$ cat config.mk
export PLATFORM = sky130hd
export DESIGN_NAME = sys_bus_top
export DESIGN_NICKNAME = d
export VERILOG_FILES = /design/src/design/sys_bus_pkg.sv /design/src/design/sys_bus_top.sv /design/src/design/sys_bus_return.sv /design/src/design/sys_reg_bank.sv /design/src/design/sys_bus_decoder.sv /design/src/design/axi_gp_slave.sv
export SDC_FILE = /design/constraint.sdc
export NUM_CORES = 1
export LEC_CHECK = 0
export ABC_AREA = 1
export BUFFER_PORTS_ARGS = -buffer_cell sky130_fd_sc_hd__buf_2
export CORE_ASPECT_RATIO = 1.25
export CORE_UTILIZATION = 30
export CTS_BUF_LIST = sky130_fd_sc_hd__clkbuf_2
export CTS_CLUSTER_DIAMETER = 30
export DETAILED_ROUTE_END_ITERATION = 16
export PLACE_DENSITY = 0.57
export REMOVE_ABC_BUFFERS = 1
export SKIP_LAST_GASP = 1
export SLEW_MARGIN = 20
export SYNTH_ARGS = -nofsm -noshare
export SYNTH_HDL_FRONTEND = slang
export SYNTH_SLANG_ARGS = --single-unit
$ cat constraint.sdc
create_clock -name clk_i -period 3.7 [get_ports clk_i]
set_input_delay 0.37 -clock clk_i [delete_from_list [all_inputs] [get_ports clk_i]]
set_output_delay 0.37 -clock clk_i [all_outputs]
set_load 0.01 [all_outputs]
$ cat src/design/sys_bus_pkg.sv
////////////////////////////////////////////////////////////
// System bus package
// Bus widths, address map, AXI and system-bus beat types
// and the AXI slave state encoding
////////////////////////////////////////////////////////////

package sys_bus_pkg;

  // Bus widths
  localparam int ADDR_W = 32;
  localparam int DATA_W = 32;
  localparam int ID_W   = 12;
  localparam int STRB_W = DATA_W / 8;

  // Address map, region field selects the bank slot
  localparam int N_SLOTS  = 4;
  localparam int SLOT_LSB = 20;
  localparam int SLOT_W   = 3;

  // Register index inside a bank, word aligned
  localparam int REG_IDX_LSB = 2;
  localparam int REG_IDX_W   = 2;
  localparam int REG_ID_IDX  = 3;

  // Identity register fields
  localparam int CNT_W     = 16;
  localparam int SLOT_ID_W = 8;

  // AXI response codes, only the two we return
  typedef enum logic [1:0] {
    OKAY   = 2'b00,
    SLVERR = 2'b10
  } axi_resp_e;

  // AXI slave FSM
  typedef enum logic [2:0] {
    ST_IDLE,
    ST_WR_WAIT,
    ST_RD_WAIT,
    ST_B_RESP,
    ST_R_RESP
  } axi_state_e;

  ////////////////////////////////////////////////////////////
  // AXI channel beats
  ////////////////////////////////////////////////////////////

  // Shared by AW and AR
  typedef struct packed {
    logic [ADDR_W-1:0] addr;
    logic [ID_W-1:0]   id;
  } axi_addr_t;

  typedef struct packed {
    logic [DATA_W-1:0] data;
    logic [STRB_W-1:0] strb;
  } axi_wdat_t;

  typedef struct packed {
    logic [ID_W-1:0] id;
    axi_resp_e       resp;
  } axi_b_t;

  typedef struct packed {
    logic [ID_W-1:0]   id;
    logic [DATA_W-1:0] data;
    axi_resp_e         resp;
  } axi_r_t;

  ////////////////////////////////////////////////////////////
  // System bus
  ////////////////////////////////////////////////////////////

  // One request, wen or ren high for a single cycle
  typedef struct packed {
    logic [ADDR_W-1:0] addr;
    logic [DATA_W-1:0] wdata;
    logic [STRB_W-1:0] strb;
    logic              wen;
    logic              ren;
  } sys_req_t;

  // One answer, ack is a single-cycle pulse
  typedef struct packed {
    logic [DATA_W-1:0] rdata;
    logic              ack;
    logic              err;
  } sys_rsp_t;

endpackage
$ cat src/design/sys_bus_top.sv
////////////////////////////////////////////////////////////
// System bus top level
// AXI GP slave, address decoder, register banks and the
// return path to the AXI port
////////////////////////////////////////////////////////////

`timescale 1ns/1ps

module sys_bus_top
  import sys_bus_pkg::*;
(
  input  logic      clk_i,
  input  logic      reset_i,
  // AXI write
  input  logic      aw_valid_i,
  input  axi_addr_t aw_i,
  output logic      aw_ready_o,
  input  logic      w_valid_i,
  input  axi_wdat_t w_i,
  output logic      w_ready_o,
  // AXI read
  input  logic      ar_valid_i,
  input  axi_addr_t ar_i,
  output logic      ar_ready_o,
  // AXI responses
  output logic      b_valid_o,
  output axi_b_t    b_o,
  input  logic      b_ready_i,
  output logic      r_valid_o,
  output axi_r_t    r_o,
  input  logic      r_ready_i
);

  sys_req_t sys_req;
  sys_rsp_t sys_rsp;
  sys_req_t slot_req [N_SLOTS];
  sys_rsp_t slot_rsp [N_SLOTS];
  logic     unmapped;

  axi_gp_slave u_slave (
    .clk_i      (clk_i     ),
    .reset_i    (reset_i   ),
    .aw_valid_i (aw_valid_i),
    .aw_i       (aw_i      ),
    .aw_ready_o (aw_ready_o),
    .w_valid_i  (w_valid_i ),
    .w_i        (w_i       ),
    .w_ready_o  (w_ready_o ),
    .ar_valid_i (ar_valid_i),
    .ar_i       (ar_i      ),
    .ar_ready_o (ar_ready_o),
    .b_valid_o  (b_valid_o ),
    .b_o        (b_o       ),
    .b_ready_i  (b_ready_i ),
    .r_valid_o  (r_valid_o ),
    .r_o        (r_o       ),
    .r_ready_i  (r_ready_i ),
    .req_o      (sys_req   ),
    .rsp_i      (sys_rsp   )
  );

  sys_bus_decoder u_decoder (
    .clk_i      (clk_i   ),
    .reset_i    (reset_i ),
    .req_i      (sys_req ),
    .slot_req_o (slot_req),
    .unmapped_o (unmapped)
  );

  ////////////////////////////////////////////////////////////
  // Register banks, one per slot
  ////////////////////////////////////////////////////////////

  for (genvar g = 0; g < N_SLOTS; g++) begin : gen_bank
    sys_reg_bank #(
      .SLOT_ID (g)
    ) u_bank (
      .clk_i   (clk_i      ),
      .reset_i (reset_i    ),
      .req_i   (slot_req[g]),
      .rsp_o   (slot_rsp[g])
    );
  end

  sys_bus_return u_return (
    .clk_i      (clk_i   ),
    .reset_i    (reset_i ),
    .slot_rsp_i (slot_rsp),
    .unmapped_i (unmapped),
    .rsp_o      (sys_rsp )
  );

endmodule

$ cat src/design/sys_bus_return.sv
////////////////////////////////////////////////////////////
// System bus return path
// Merges the bank answers and the unmapped flag into one
// registered response for the AXI slave
////////////////////////////////////////////////////////////

`timescale 1ns/1ps

module sys_bus_return
  import sys_bus_pkg::*;
(
  input  logic     clk_i,
  input  logic     reset_i,
  input  sys_rsp_t slot_rsp_i [N_SLOTS],
  input  logic     unmapped_i,
  output sys_rsp_t rsp_o
);

  sys_rsp_t merged;

  ////////////////////////////////////////////////////////////
  // Merge
  ////////////////////////////////////////////////////////////

  // One slot answers at a time, so an OR of gated data is enough
  always_comb begin
    merged = '0;
    for (int s = 0; s < N_SLOTS; s++) begin
      merged.ack = merged.ack | slot_rsp_i[s].ack;
      merged.err = merged.err | (slot_rsp_i[s].ack & slot_rsp_i[s].err);
      if (slot_rsp_i[s].ack) begin
        merged.rdata = merged.rdata | slot_rsp_i[s].rdata;
      end
    end
    // Unmapped region, error with zero data
    if (unmapped_i) begin
      merged.ack   = 1'b1;
      merged.err   = 1'b1;
      merged.rdata = '0;
    end
  end

  always_ff @(posedge clk_i) begin
    if (reset_i) begin
      rsp_o <= '0;
    end else begin
      rsp_o <= merged;
    end
  end

endmodule

$ cat src/design/sys_reg_bank.sv
////////////////////////////////////////////////////////////
// Register bank
// Three byte-writable registers plus a read-only identity
// and write-count word, acked one cycle after each strobe
////////////////////////////////////////////////////////////

`timescale 1ns/1ps

module sys_reg_bank
  import sys_bus_pkg::*;
#(
  parameter int unsigned SLOT_ID = 0
) (
  input  logic     clk_i,
  input  logic     reset_i,
  input  sys_req_t req_i,
  output sys_rsp_t rsp_o
);

  logic [DATA_W-1:0]    regs_q [REG_ID_IDX];
  logic [CNT_W-1:0]     wr_cnt_q;
  logic [REG_IDX_W-1:0] idx;
  logic [DATA_W-1:0]    id_word;
  logic [DATA_W-1:0]    rd_data;

  // Byte lanes with strobe set take the new data
  function automatic logic [DATA_W-1:0] merge_bytes(
    input logic [DATA_W-1:0] old_data,
    input logic [DATA_W-1:0] new_data,
    input logic [STRB_W-1:0] strb
  );
    logic [DATA_W-1:0] res;
    res = old_data;
    for (int b = 0; b < STRB_W; b++) begin
      if (strb[b]) begin
        res[8*b +: 8] = new_data[8*b +: 8];
      end
    end
    return res;
  endfunction

  assign idx = req_i.addr[REG_IDX_LSB +: REG_IDX_W];

  // Count on top, slot number in the low byte
  assign id_word = {wr_cnt_q, {(DATA_W-CNT_W-SLOT_ID_W){1'b0}}, SLOT_ID_W'(SLOT_ID)};

  ////////////////////////////////////////////////////////////
  // Read mux
  ////////////////////////////////////////////////////////////

  always_comb begin
    rd_data = id_word;
    for (int k = 0; k < REG_ID_IDX; k++) begin
      if (idx == REG_IDX_W'(k)) begin
        rd_data = regs_q[k];
      end
    end
  end

  always_ff @(posedge clk_i) begin
    if (reset_i) begin
      for (int k = 0; k < REG_ID_IDX; k++) begin
        regs_q[k] <= '0;
      end
      wr_cnt_q <= '0;
      rsp_o    <= '0;
    end else begin
      for (int k = 0; k < REG_ID_IDX; k++) begin
        if (req_i.wen && (idx == REG_IDX_W'(k))) begin
          regs_q[k] <= merge_bytes(regs_q[k], req_i.wdata, req_i.strb);
        end
      end
      // Every acked write counts, the identity word too
      if (req_i.wen) begin
        wr_cnt_q <= wr_cnt_q + 1'b1;
      end
      rsp_o.ack   <= req_i.wen || req_i.ren;
      rsp_o.err   <= 1'b0;
      rsp_o.rdata <= req_i.ren ? rd_data : '0;
    end
  end

endmodule

$ cat src/design/sys_bus_decoder.sv
////////////////////////////////////////////////////////////
// System bus decoder
// Registers a request and steers its strobe to one bank
// slot, or flags the access as unmapped
////////////////////////////////////////////////////////////

`timescale 1ns/1ps

module sys_bus_decoder
  import sys_bus_pkg::*;
(
  input  logic     clk_i,
  input  logic     reset_i,
  input  sys_req_t req_i,
  output sys_req_t slot_req_o [N_SLOTS],
  output logic     unmapped_o
);

  logic [SLOT_W-1:0] region;
  logic              mapped;
  logic [ADDR_W-1:0] local_addr;

  // Region field picks the slot
  assign region = req_i.addr[SLOT_LSB +: SLOT_W];
  assign mapped = (region < SLOT_W'(N_SLOTS));

  // Bank sees its own address space only
  always_comb begin
    local_addr                       = req_i.addr;
    local_addr[SLOT_LSB +: SLOT_W] = '0;
  end

  always_ff @(posedge clk_i) begin
    if (reset_i) begin
      for (int s = 0; s < N_SLOTS; s++) begin
        slot_req_o[s] <= '0;
      end
      unmapped_o <= 1'b0;
    end else begin
      for (int s = 0; s < N_SLOTS; s++) begin
        // Payload fans out to all slots
        slot_req_o[s].addr  <= local_addr;
        slot_req_o[s].wdata <= req_i.wdata;
        slot_req_o[s].strb  <= req_i.strb;
        // Strobes to the addressed slot only
        slot_req_o[s].wen   <= req_i.wen && mapped && (region == SLOT_W'(s));
        slot_req_o[s].ren   <= req_i.ren && mapped && (region == SLOT_W'(s));
      end
      // Nobody behind regions past the last slot
      unmapped_o <= (req_i.wen || req_i.ren) && !mapped;
    end
  end

endmodule

$ cat src/design/axi_gp_slave.sv
////////////////////////////////////////////////////////////
// AXI GP slave
// Turns single-beat AXI reads and writes into one system-bus
// request each and returns the AXI response when acked
////////////////////////////////////////////////////////////

`timescale 1ns/1ps

module axi_gp_slave
  import sys_bus_pkg::*;
(
  input  logic       clk_i,
  input  logic       reset_i,
  // Write address and data
  input  logic       aw_valid_i,
  input  axi_addr_t  aw_i,
  output logic       aw_ready_o,
  input  logic       w_valid_i,
  input  axi_wdat_t  w_i,
  output logic       w_ready_o,
  // Read address
  input  logic       ar_valid_i,
  input  axi_addr_t  ar_i,
  output logic       ar_ready_o,
  // Write response
  output logic       b_valid_o,
  output axi_b_t     b_o,
  input  logic       b_ready_i,
  // Read response
  output logic       r_valid_o,
  output axi_r_t     r_o,
  input  logic       r_ready_i,
  // System bus
  output sys_req_t   req_o,
  input  sys_rsp_t   rsp_i
);

  axi_state_e      state_q;
  logic [ID_W-1:0] id_q;
  sys_req_t        req_q;
  axi_b_t          b_q;
  axi_r_t          r_q;
  logic            wr_go;
  logic            rd_go;
  axi_resp_e       resp;

  // Write needs both AW and W, and wins over a read
  assign wr_go = (state_q == ST_IDLE) && aw_valid_i && w_valid_i;
  assign rd_go = (state_q == ST_IDLE) && ar_valid_i && !(aw_valid_i && w_valid_i);

  // Readies pulse in the acceptance cycle only
  assign aw_ready_o = wr_go;
  assign w_ready_o  = wr_go;
  assign ar_ready_o = rd_go;

  assign resp = rsp_i.err ? SLVERR : OKAY;

  ////////////////////////////////////////////////////////////
  // Transaction FSM
  ////////////////////////////////////////////////////////////

  always_ff @(posedge clk_i) begin
    if (reset_i) begin
      state_q <= ST_IDLE;
      id_q    <= '0;
      req_q   <= '0;
      b_q     <= '0;
      r_q     <= '0;
    end else begin
      // Strobes last a single cycle
      req_q.wen <= 1'b0;
      req_q.ren <= 1'b0;
      case (state_q)
        ST_IDLE: begin
          if (wr_go) begin
            id_q        <= aw_i.id;
            req_q.addr  <= aw_i.addr;
            req_q.wdata <= w_i.data;
            req_q.strb  <= w_i.strb;
            req_q.wen   <= 1'b1;
            state_q     <= ST_WR_WAIT;
          end else if (rd_go) begin
            id_q        <= ar_i.id;
            req_q.addr  <= ar_i.addr;
            req_q.wdata <= '0;
            req_q.strb  <= '0;
            req_q.ren   <= 1'b1;
            state_q     <= ST_RD_WAIT;
          end
        end
        ST_WR_WAIT: begin
          if (rsp_i.ack) begin
            b_q     <= '{id: id_q, resp: resp};
            state_q <= ST_B_RESP;
          end
        end
        ST_RD_WAIT: begin
          if (rsp_i.ack) begin
            r_q     <= '{id: id_q, data: rsp_i.rdata, resp: resp};
            state_q <= ST_R_RESP;
          end
        end
        // Hold response until the manager takes it
        ST_B_RESP: begin
          if (b_ready_i) begin
            state_q <= ST_IDLE;
          end
        end
        ST_R_RESP: begin
          if (r_ready_i) begin
            state_q <= ST_IDLE;
          end
        end
        default: state_q <= ST_IDLE;
      endcase
    end
  end

  assign b_valid_o = (state_q == ST_B_RESP);
  assign r_valid_o = (state_q == ST_R_RESP);
  assign b_o       = b_q;
  assign r_o       = r_q;
  assign req_o     = req_q;

endmodule

==> flow_summary_export.csv, run 1 <==
group,metric,value,unit
cts,cts_tree,"yes",
cts,clkTransAtPathRegs,110,ps
place,portBuffers,139,
critical_path,crit_fanout,22,
cts,cts.path.max_buffers,3,
yosys,ys_seq_area_share,67.1,%
critical_path,timing.rr.start,"u_slave.state_q[1]",
yosys,yosys.area.top_type_share,39.9,%
place,place_inst,4189,
job,max_cap_violations,0,
detailed_routing,wirelength,79500,µm
cts,cts_buffers,178,
detailed_routing,drtIter0Drc,1402,
die,start_util,30.4,%
min_path,hold_path.startpoint,"w_valid_i",
final_layout,final_nets,3430,
yosys,yosysWarnings,0,
critical_path,cp-start-kind,"flop",
min_path,min_to,"u_slave.state_q[1]",
yosys,postSynthCellCount,2869,
grt,gr-total-overflow,0,
die,io_pins,196,
detailed_routing,route.detailed.drc,0,
critical_path,r2r_cells,11,
final_layout,drive_above_1_share,15.1,%
timing,final-setup-viol-count,0,
detailed_routing,via_per_inst,4.56,
final_layout,area_growth,20.1,%
yosys,syn_area,28900,µm²
cts,cts_root_buf,"clkbuf_2",
yosys,muxShareOfSynthArea,0,%
timing,max_slew.worst_pin.slew,1150,ps
critical_path,worst_setup_path_end_kind,"flop",
yosys,synth_compound_area_share,10.8,%
grt,grt_util_all_layers,16.4,%
cts,cts.sinks,777,
grt,grt_max_degree,84,
final_layout,utilization,36.6,%
yosys,synthTopCellsByArea,"edfxtp_1 40%, dfxtp_1 27%, nand2_1 8.1%, nor2_1 4.4%, inv_1 3.6%",
timing,skew,93.9,ps
yosys,yosys.area_share.xor_xnor,0.0910,%
yosys,synthSimpleGateAreaFrac,15.3,%
detailed_routing,drt_pass1_iterations,5,
cts,post-cts-setup-buffer-count,0,
die,dieArea,97500,µm²
yosys,synthAdderAreaFrac,0.173,%
critical_path,crit_arrival,4600,ps
critical_path,worstPathRequired,4920,ps
place,dp_hpwl,47600,µm
timing,rsz0062_at_grt,"no",
power_and_ir_drop,ir_worst_vdd,229,µV
cts,cts-resized-gates,0,
die,die_y,349,µm
min_path,holdCritPathClass,"input pin to flop",
critical_path,path_class,"flop to flop",
timing,slew_violations,0,
timing,period_share,91.3,%
critical_path,worstReg2RegEnd,"u_slave.id_q[8]",
die,die_w,280,µm
detailed_routing,via_count,21600,
yosys,ys_ff_latch,777,
timing,report.final.hold_viol_count,0,
grt,grt_pass1_wl,122000,µm
critical_path,reg2reg_slack,320,ps
yosys,synth_top_family_by_area,"simple AND/OR/NAND/NOR gates",
detailed_routing,routedWlPerCell,16.8,µm
detailed_routing,drtAntennaViolNets,0,
min_path,hold_depth,8,
timing,max_freq,296,MHz
yosys,synth_cell_types,37,
grt,antenna_found_initial,2,
cts,h-tree-depth,4,
die,num_rows,126,
timing,max_slew_margin,23.6,%
run_status,outcome,"finished, final reports clean",
power_and_ir_drop,cellPowerDensity,491,nW/µm²
power_and_ir_drop,total_power,0.0170,W
final_layout,layoutNonFillerInstCount,4734,
place,place_area,30900,µm²
cts,clock_latency,1360,ps
die,core-area,94900,µm²
grt,grt_pass1_vias,21700,
timing,final.setup.tns,0,ps
timing,min_period,3380,ps
yosys,yosys.area.top_type,"edfxtp_1",
yosys,syn_area_per_cell,10.1,µm²
place,place.gp.congestion,0.801,
power_and_ir_drop,p_leak,13.9,nW
final_layout,final_cell_area,34700,µm²
-- cells by family (layout without fill, tap and decap cells) --
| group | count (synthesis) | after routing |
|---|---|---|
| AO/OA/AOI/OAI | 518 | 518 |
| adder cells (fa/ha/maj) | 4 | 4 |
| AND/OR/NAND/NOR | 1113 | 1113 |
| flip-flops | 777 | 777 |
| other | 1 | 4 |
| XOR/XNOR | 3 | 3 |
| buffers and inverters | 453 | 1035 |
-- power breakdown --
part | switching (W) | internal, W
Combinational | 0.00124 | 0.000669
Sequential | 0.000144 | 0.00934
Clock | 0.00337 | 0.00225
Total | 0.00476 | 0.0123
-- worst max-delay path by stage --
stage / startpoint / endpoint / slack (ps) / depth (start not counted)
3_5_place_dp: u_decoder.slot_req_o[71] / gen_bank[2].u_bank.regs_q[0][35] / 1020 / 5
4_1_cts: u_slave.state_q[1] / w_ready_o / 360 / 5
6_report: u_slave.state_q[1] / u_slave.id_q[8] / 320 / 11
2_1_floorplan: u_decoder.slot_req_o[251] / gen_bank[0].u_bank.regs_q[0][64] / -2200 / 4
5_1_grt: u_slave.state_q[1] / u_slave.id_q[10] / 120 / 11
3_3_place_gp: u_decoder.slot_req_o[71] / gen_bank[2].u_bank.regs_q[0][39] / 1030 / 5
-- final cells by class --
class	instances	area (µm²)
fillers	9656	60200
clock inverters	68	399
repair buffers	401	3190
well taps	1280	1600
diodes	2	5.00
multi-input cells	1640	7630
flip-flops and latches	777	19400
inverters	297	1120
clock buffers	269	1350
-- flip-flops by register name (all words and copies together) (netlist names), 12 cells and up --
signal,count
gen_bank.u_bank.regs_q,384
gen_bank.u_bank.rsp_o,132
gen_bank.u_bank.wr_cnt_q,64
u_decoder.slot_req_o,46
u_slave.r_o,45
u_slave.req_o,43
u_return.rsp_o,34
u_slave.b_o,13
u_slave.id_q,12
-- per-layer routing --
layer	wire, µm	part of all wire, %	GRT usage, %	up-vias
met5	0	0	0	-
met4	2640	3.3	7.42	0
met3	4460	5.6	3.38	162
met2	39500	50	28.5	694
met1	32900	41	19.3	10200
li1	-	-	-	10500
-- critical path, cell delays in order (launching register included) --
cell and delay [ps]:
dfxtp_1 390, nor2_2 150, nand2_2 260, nor2_4 170
buf_4 280, nand2_1 80, dlygate4sd3_1 580, nand2_1 70
dlygate4sd3_1 540, o21ai_0 70, dlygate4sd3_1 590, inv_1 50
-- repair_timing --
action | CTS | global route
endpoints found under the setup margin | 0 | 0
hold buffers | 206 | 0
endpoints found under the hold margin | 326 | 0
-- cells in the mapped netlist --
library cell and instances:
a41oi_1 32, nor2_4 3, edfxtp_1 384, nand4_1 8
nor4_1 2, buf_6 8, a31oi_1 67, ha_1 4
nor3b_1 1, xor2_1 1, o211ai_1 2, a21o_1 1
a22o_1 36, a211oi_1 2, inv_1 278, nand3_2 1
nand3_1 113, nor2_1 336, a21oi_1 87, nand2_1 627
buf_4 12, buf_2 64, dfxtp_1 393, clkbuf_2 2
buf_1 7, a22oi_1 64, o21bai_1 1, o21ai_1 36
nand2_2 1, clkbuf_1 63, and2_1 2, inv_2 19
xnor2_1 2, o21ai_0 190, nor3_1 13, nor2_2 6
conb_1 1
-- through the flow --
step | hold slack (ps) | setup WS [ps]
finish | 260 | 322
global route | 201 | 124
CTS | 24.3 | 362
detailed placement | 403 | 1020
floorplan | 400 | -2200
global placement | 398 | 1030
-- cells in the final DEF (no fill, tap or decap), drive strengths merged, types with 3 or more instances in the layout --
cell,instances
a31oi,67
inv,301
dlygate4sd3,206
a22o,36
a22oi,64
bufinv,4
clkinvlp,3
dfxtp,393
nand3,114
nand2,628
nor2,345
nand4,8
edfxtp,384
a21oi,87
ha,4
a41oi,32
nor3,13
clkinv,57
clkbuf,269
o21ai,226
buf,195
Power figures use the tool's default switching activity.
==> inputs of run 2 (changes only) <==
clock period = 4.3 ns   (was 3.7 ns; I/O delays follow)
==> run 2 against run 1 <==
  * Clock power shrank 4.8%
  * Non-clock buffer count shrank 50
  * Combinational power fell by 18%
  * Die area did not move
  * Total power down 11%
  * Cell count down 1.1%
  * Sequential power down 14%
  * Sequential cell count unchanged
  * Via count is 1.3% lower
  * Cell area decreased by 0.78%
  * Clock skew down 13 ps
  * Largest cell class unchanged
==> flow_summary_export.csv, run 2 (synthesis results as in run 1) <==
group,metric,value,unit
timing,period_share,77.7,%
detailed_routing,via_count,21300,
timing,rsz0062_at_grt,"no",
critical_path,worst_setup_path_end_kind,"primary output",
die,start_util,30.4,%
job,max_cap_violations,0,
critical_path,crit_end,"w_ready_o",
final_layout,mostFrequentLayoutCells,"626 x nand2_1, 392 x dfxtp_1, 384 x edfxtp_1, 336 x nor2_1, 278 x inv_1",
critical_path,crit_fanout,23,
place,pre_cts_ws,1500,ps
power_and_ir_drop,p_leak,13.8,nW
critical_path,worstReg2RegEnd,"u_slave.req_o[41]",
grt,grt_util_all_layers,16.1,%
min_path,hold_depth,7,
place,portBuffers,139,
min_path,holdCritPathClass,"input pin to flop",
timing,slew_violations,0,
timing,finalWorstSetupSlack,959,ps
place,place.gp.congestion,0.820,
final_layout,final_common_cell,"nand2_1",
power_and_ir_drop,total_power,0.0151,W
detailed_routing,drt_pass1_iterations,6,
critical_path,timing.rr.start,"u_slave.state_q[1]",
place,place_inst,4174,
cts,cts-resized-gates,0,
die,core-area,94900,µm²
grt,antenna_found_initial,3,
timing,holdWs,310,ps
final_layout,largest_register_ffs,384,
final_layout,largestRegisters,"gen_bank.u_bank.regs_q: 384 flops, gen_bank.u_bank.rsp_o: 132 flops, gen_bank.u_bank.wr_cnt_q: 64 flops",
die,die_y,349,µm
timing,skew,80.7,ps
die,io_pins,196,
power_and_ir_drop,switching_share,27.1,%
grt,grt_pass1_wl,119000,µm
final_layout,regArea,19400,µm²
grt,grt_pass1_vias,21100,
power_and_ir_drop,clkPwrFrac,35.5,%
detailed_routing,drtAntennaViolNets,0,
critical_path,path_class,"flop to primary output",
cts,cts_buffers,179,
cts,h-tree-depth,4,
critical_path,crit_arrival,2910,ps
timing,max_slew.worst_pin.slew,1050,ps
die,dieArea,97500,µm²
final_layout,layoutNonFillerInstCount,4683,
timing,min_period,3340,ps
final_layout,final_nets,3381,
min_path,hold_path.startpoint,"w_valid_i",
cts,clock_latency,1380,ps
power_and_ir_drop,switchingPower,0.00409,W
detailed_routing,via_per_inst,4.55,
final_layout,multiInputGateArea,7630,µm²
power_and_ir_drop,p_int,0.0110,W
critical_path,cp-start-kind,"flop",
detailed_routing,drtIter0Drc,1220,
cts,clkTransAtPathRegs,110,ps
run_status,outcome,"finished, final reports clean",
cts,cts_root_buf,"clkbuf_2",
timing,max_freq,299,MHz
critical_path,worstPathRequired,3870,ps
power_and_ir_drop,ir_worst_vdd,198,µV
detailed_routing,wirelength,78400,µm
critical_path,r2r_cells,7,
die,num_rows,126,
power_and_ir_drop,cellPowerDensity,438,nW/µm²
place,dp_hpwl,46900,µm
timing,max_slew_margin,29.9,%
power_and_ir_drop,power_frac_seq,54.1,%
cts,cts_tree,"yes",
timing,report.final.hold_viol_count,0,
power_and_ir_drop,comb_power_share,10.4,%
final_layout,regMostFlops,"gen_bank.u_bank.regs_q",
timing,final-setup-viol-count,0,
critical_path,reg2reg_slack,1140,ps
grt,gr-total-overflow,0,
critical_path,startpoint,"u_slave.state_q[2]",
die,die_w,280,µm
cts,cts.path.max_buffers,3,
detailed_routing,route.detailed.drc,0,
detailed_routing,routedWlPerCell,16.7,µm
final_layout,fillers,9720,
final_layout,drive_above_1_share,15.2,%
final_layout,area_growth,19.2,%
grt,grt_max_degree,80,
cts,cts.sinks,777,
run 2: how the worst min path moves through the flow:
| stage | end |
|---|---|
| after floorplan | u_decoder.slot_req_o[250] |
| after global placement | u_decoder.slot_req_o[228] |
| after detailed placement | u_decoder.slot_req_o[241] |
| after CTS | u_slave.state_q[0] |
| after global routing | u_slave.req_o[27] |
| final | u_slave.state_q[0] |
run 2: power groups by stage:
stage	clock (W)	sequential, W	combinational (W)
after CTS	0.00551	0.00816	0.00157
final	0.00535	0.00816	0.00157
after global routing	0.00588	0.00819	0.00173
after global placement	0	0.00832	0.00135
after detailed placement	0	0.00833	0.00136
after floorplan	0	0.00832	0.000789
run 2: layer usage:
layer	track usage (%)	up-vias	part of all wire, %
met5	0	-	0.0089
met3	3.70	150	5.6
li1	-	10500	-
met4	6.60	2	3.1
met1	18.6	10100	41
met2	28.6	585	50
run 2: area by class of cell:
type                            count  area share (%)
Tap cell                         1280            4.65
Clock buffer                      275            4.00
Timing Repair Buffer              351            7.89
Inverter                          297            3.25
Clock inverter                     60            1.66
Antenna cell                        3          0.0218
Sequential cell                   777            56.4
Multi-Input combinational cell   1640            22.2
run 2: metrics by stage:
step	setup TNS, ps	instance area (µm²)	util (%)
finish	0	34400	36.3
global route	0	34400	36.3
CTS	0	34400	36.3
detailed placement	0	30800	32.4
global placement	0	30800	32.4
floorplan	-304840	28100	-
run 2: critical path, cell delays in order (launching register included):
cell and delay (ps):
dfxtp_1 370, nor2_2 170, nand2_2 270, nor2_4 510, buf_2 230
run 2: repair_timing:
item	CTS	global route
hold buffers	170	0
hold endpoints to repair	377	0
buffers inserted	0	0
==> inputs of run 3 (changes only) <==
clock period = 3.25 ns   (was 4.3 ns; I/O delays follow)
==> run 3 against run 2 <==
  * Die area unchanged
  * Register-to-register slack worse by 990 ps
  * Sequential cell count is the same
  * Clock skew increased by 15 ps
  * Via count rose by 1.5%
  * Total power grew 33%
  * First-iteration DRC count increased by 9.3%
  * Critical path depth rose by 7
  * Sequential share of layout area shrank 0.90 points
  * Clock power grew 30%
  * Cell count grew 1.2%
  * Critical endpoint is now u_slave.id_q[5]
==> flow_summary_export.csv, run 3 (synthesis results as in run 1) <==
group,metric,value,unit
die,core-area,94900,µm²
timing,holdWs,371,ps
detailed_routing,via_count,21600,
die,die_y,349,µm
detailed_routing,drtIter0Drc,1334,
timing,final-setup-viol-count,0,
timing,rsz0062_at_grt,"no",
critical_path,cp_common_cell,"dlygate4sd3_1",
timing,max_freq,322,MHz
final_layout,regArea,19400,µm²
grt,grt_pass1_wl,120000,µm
critical_path,slowest_stage,"dlygate4sd3_1",
cts,cts_root_buf,"clkbuf_2",
place,place.gp.congestion,0.814,
critical_path,crit_arrival,4330,ps
power_and_ir_drop,p_leak,14.1,nW
final_layout,fillers,9652,
critical_path,max_stage_delay,600,ps
run_status,outcome,"finished, final reports clean",
die,io_pins,196,
cts,h-tree-depth,4,
critical_path,reg2reg_slack,150,ps
critical_path,path_class,"flop to flop",
cts,cts_buffers,180,
detailed_routing,wirelength,78800,µm
final_layout,regMostFlops,"gen_bank.u_bank.regs_q",
timing,report.final.hold_viol_count,0,
detailed_routing,routedWlPerCell,16.6,µm
final_layout,largest_register_ffs,384,
timing,slew_violations,0,
final_layout,final_nets,3436,
detailed_routing,drtAntennaViolNets,0,
grt,antenna_found_initial,3,
min_path,holdCritPathClass,"input pin to flop",
detailed_routing,drt_pass1_iterations,5,
timing,final.setup.tns,0,ps
final_layout,mostFrequentLayoutCells,"626 x nand2_1, 390 x dfxtp_1, 384 x edfxtp_1, 336 x nor2_1, 281 x clkbuf_2",
critical_path,cp-start-kind,"flop",
job,max_cap_violations,0,
die,die_w,280,µm
grt,grt_pass1_vias,21500,
critical_path,worstPathRequired,4480,ps
cts,post-cts-setup-buffer-count,0,
cts,clock_latency,1370,ps
final_layout,drive_above_1_share,15.6,%
timing,max_slew.worst_pin.slew,1110,ps
final_layout,area_growth,21.1,%
cts,cts_tree,"yes",
timing,period_share,95.5,%
detailed_routing,route.detailed.drc,0,
grt,gr-total-overflow,0,
critical_path,worst_setup_path_end_kind,"flop",
timing,min_period,3100,ps
final_layout,largestRegisters,"gen_bank.u_bank.regs_q: 384 flops, gen_bank.u_bank.rsp_o: 132 flops, gen_bank.u_bank.wr_cnt_q: 64 flops",
critical_path,worstPathCellList,"nor2_4 > nand2_8 > nor2_4 > buf_8 > nand2_1 > dlygate4sd3_1 > nand2_1 > dlygate4sd3_1 > o21ai_0 > dlygate4sd3_1 > inv_1",
detailed_routing,via_per_inst,4.56,
die,dieArea,97500,µm²
power_and_ir_drop,cellPowerDensity,571,nW/µm²
place,pre_cts_ws,783,ps
power_and_ir_drop,ir_worst_vdd,308,µV
critical_path,crit_fanout,23,
place,dp_hpwl,47800,µm
grt,grt_max_degree,129,
timing,finalWorstSetupSlack,145,ps
final_layout,multiInputGateArea,7650,µm²
final_layout,final_common_cell,"nand2_1",
die,num_rows,126,
timing,max_slew_margin,25.7,%
grt,grt_util_all_layers,16.2,%
cts,clkTransAtPathRegs,110,ps
die,start_util,30.4,%
timing,skew,95.3,ps
cts,cts.path.max_buffers,3,
cts,cts.sinks,777,
place,portBuffers,139,
[run 3: repair_timing]
action	4_1_cts	5_1_grt
endpoints found under the hold margin	635	0
hold buffers	206	0
pin swaps	0	1
resized for setup	1	6
endpoints found under the setup margin	2	17
[run 3: final cells by class]
cell class	count	share of cell area (%)
flip-flops and latches	777	55.5
multi-input cells	1640	21.9
repair buffers	405	9.41
well taps	1280	4.58
clock buffers	281	4.02
inverters	297	3.20
clock inverters	57	1.45
diodes	3	0.0215
[run 3: critical path, delay by kind of cell (launching register included)]
family | cells | cell delay, ps
DFF | 1 | 360
buffers and inverters | 5 | 1960
and+or+nand+nor | 5 | 570
AOI/OAI and AO/OA | 1 | 70
[run 3: final timing paths]
path	depth (start not counted)	start	to
max	11	u_slave.state_q[2]	u_slave.id_q[5]
min	7	ar_i[33]	u_slave.req_o[59]
max reg2reg	11	u_slave.state_q[2]	u_slave.id_q[5]
min reg2reg	2	u_slave.req_o[9]	u_decoder.slot_req_o[219]
[run 3: stage by stage]
step / std cells / instance area [µm²] / power (W) / utilization, %
2_1_floorplan: 2714 / 28100 / 0.0121 / -
3_3_place_gp: 4193 / 31000 / 0.0128 / 32.6
3_5_place_dp: 4193 / 31000 / 0.0129 / 32.6
4_1_cts: 4737 / 35000 / 0.0201 / 36.8
5_1_grt: 4740 / 35000 / 0.0209 / 36.9
6_report: 4740 / 35000 / 0.0200 / 36.9
[run 3: layer usage]
metal / vias up / global-route usage, % / part of all wire [%] / routed length, µm
met5: - / 0 / 0.017 / 13
met4: 2 / 7.11 / 3.1 / 2430
met3: 149 / 3.60 / 5.6 / 4450
met2: 658 / 28.7 / 50 / 39700
met1: 10200 / 18.7 / 41 / 32200
li1: 10600 / - / - / -
[run 3: power by group]
part / switching, W / internal, W / total [W] / leakage [nW]
clock network: 0.00384 / 0.00311 / 0.00695 / 1.41
registers: 0.000161 / 0.0106 / 0.0108 / 7.14
logic: 0.00145 / 0.000791 / 0.00224 / 5.55
total: 0.00545 / 0.0145 / 0.0200 / 14.1
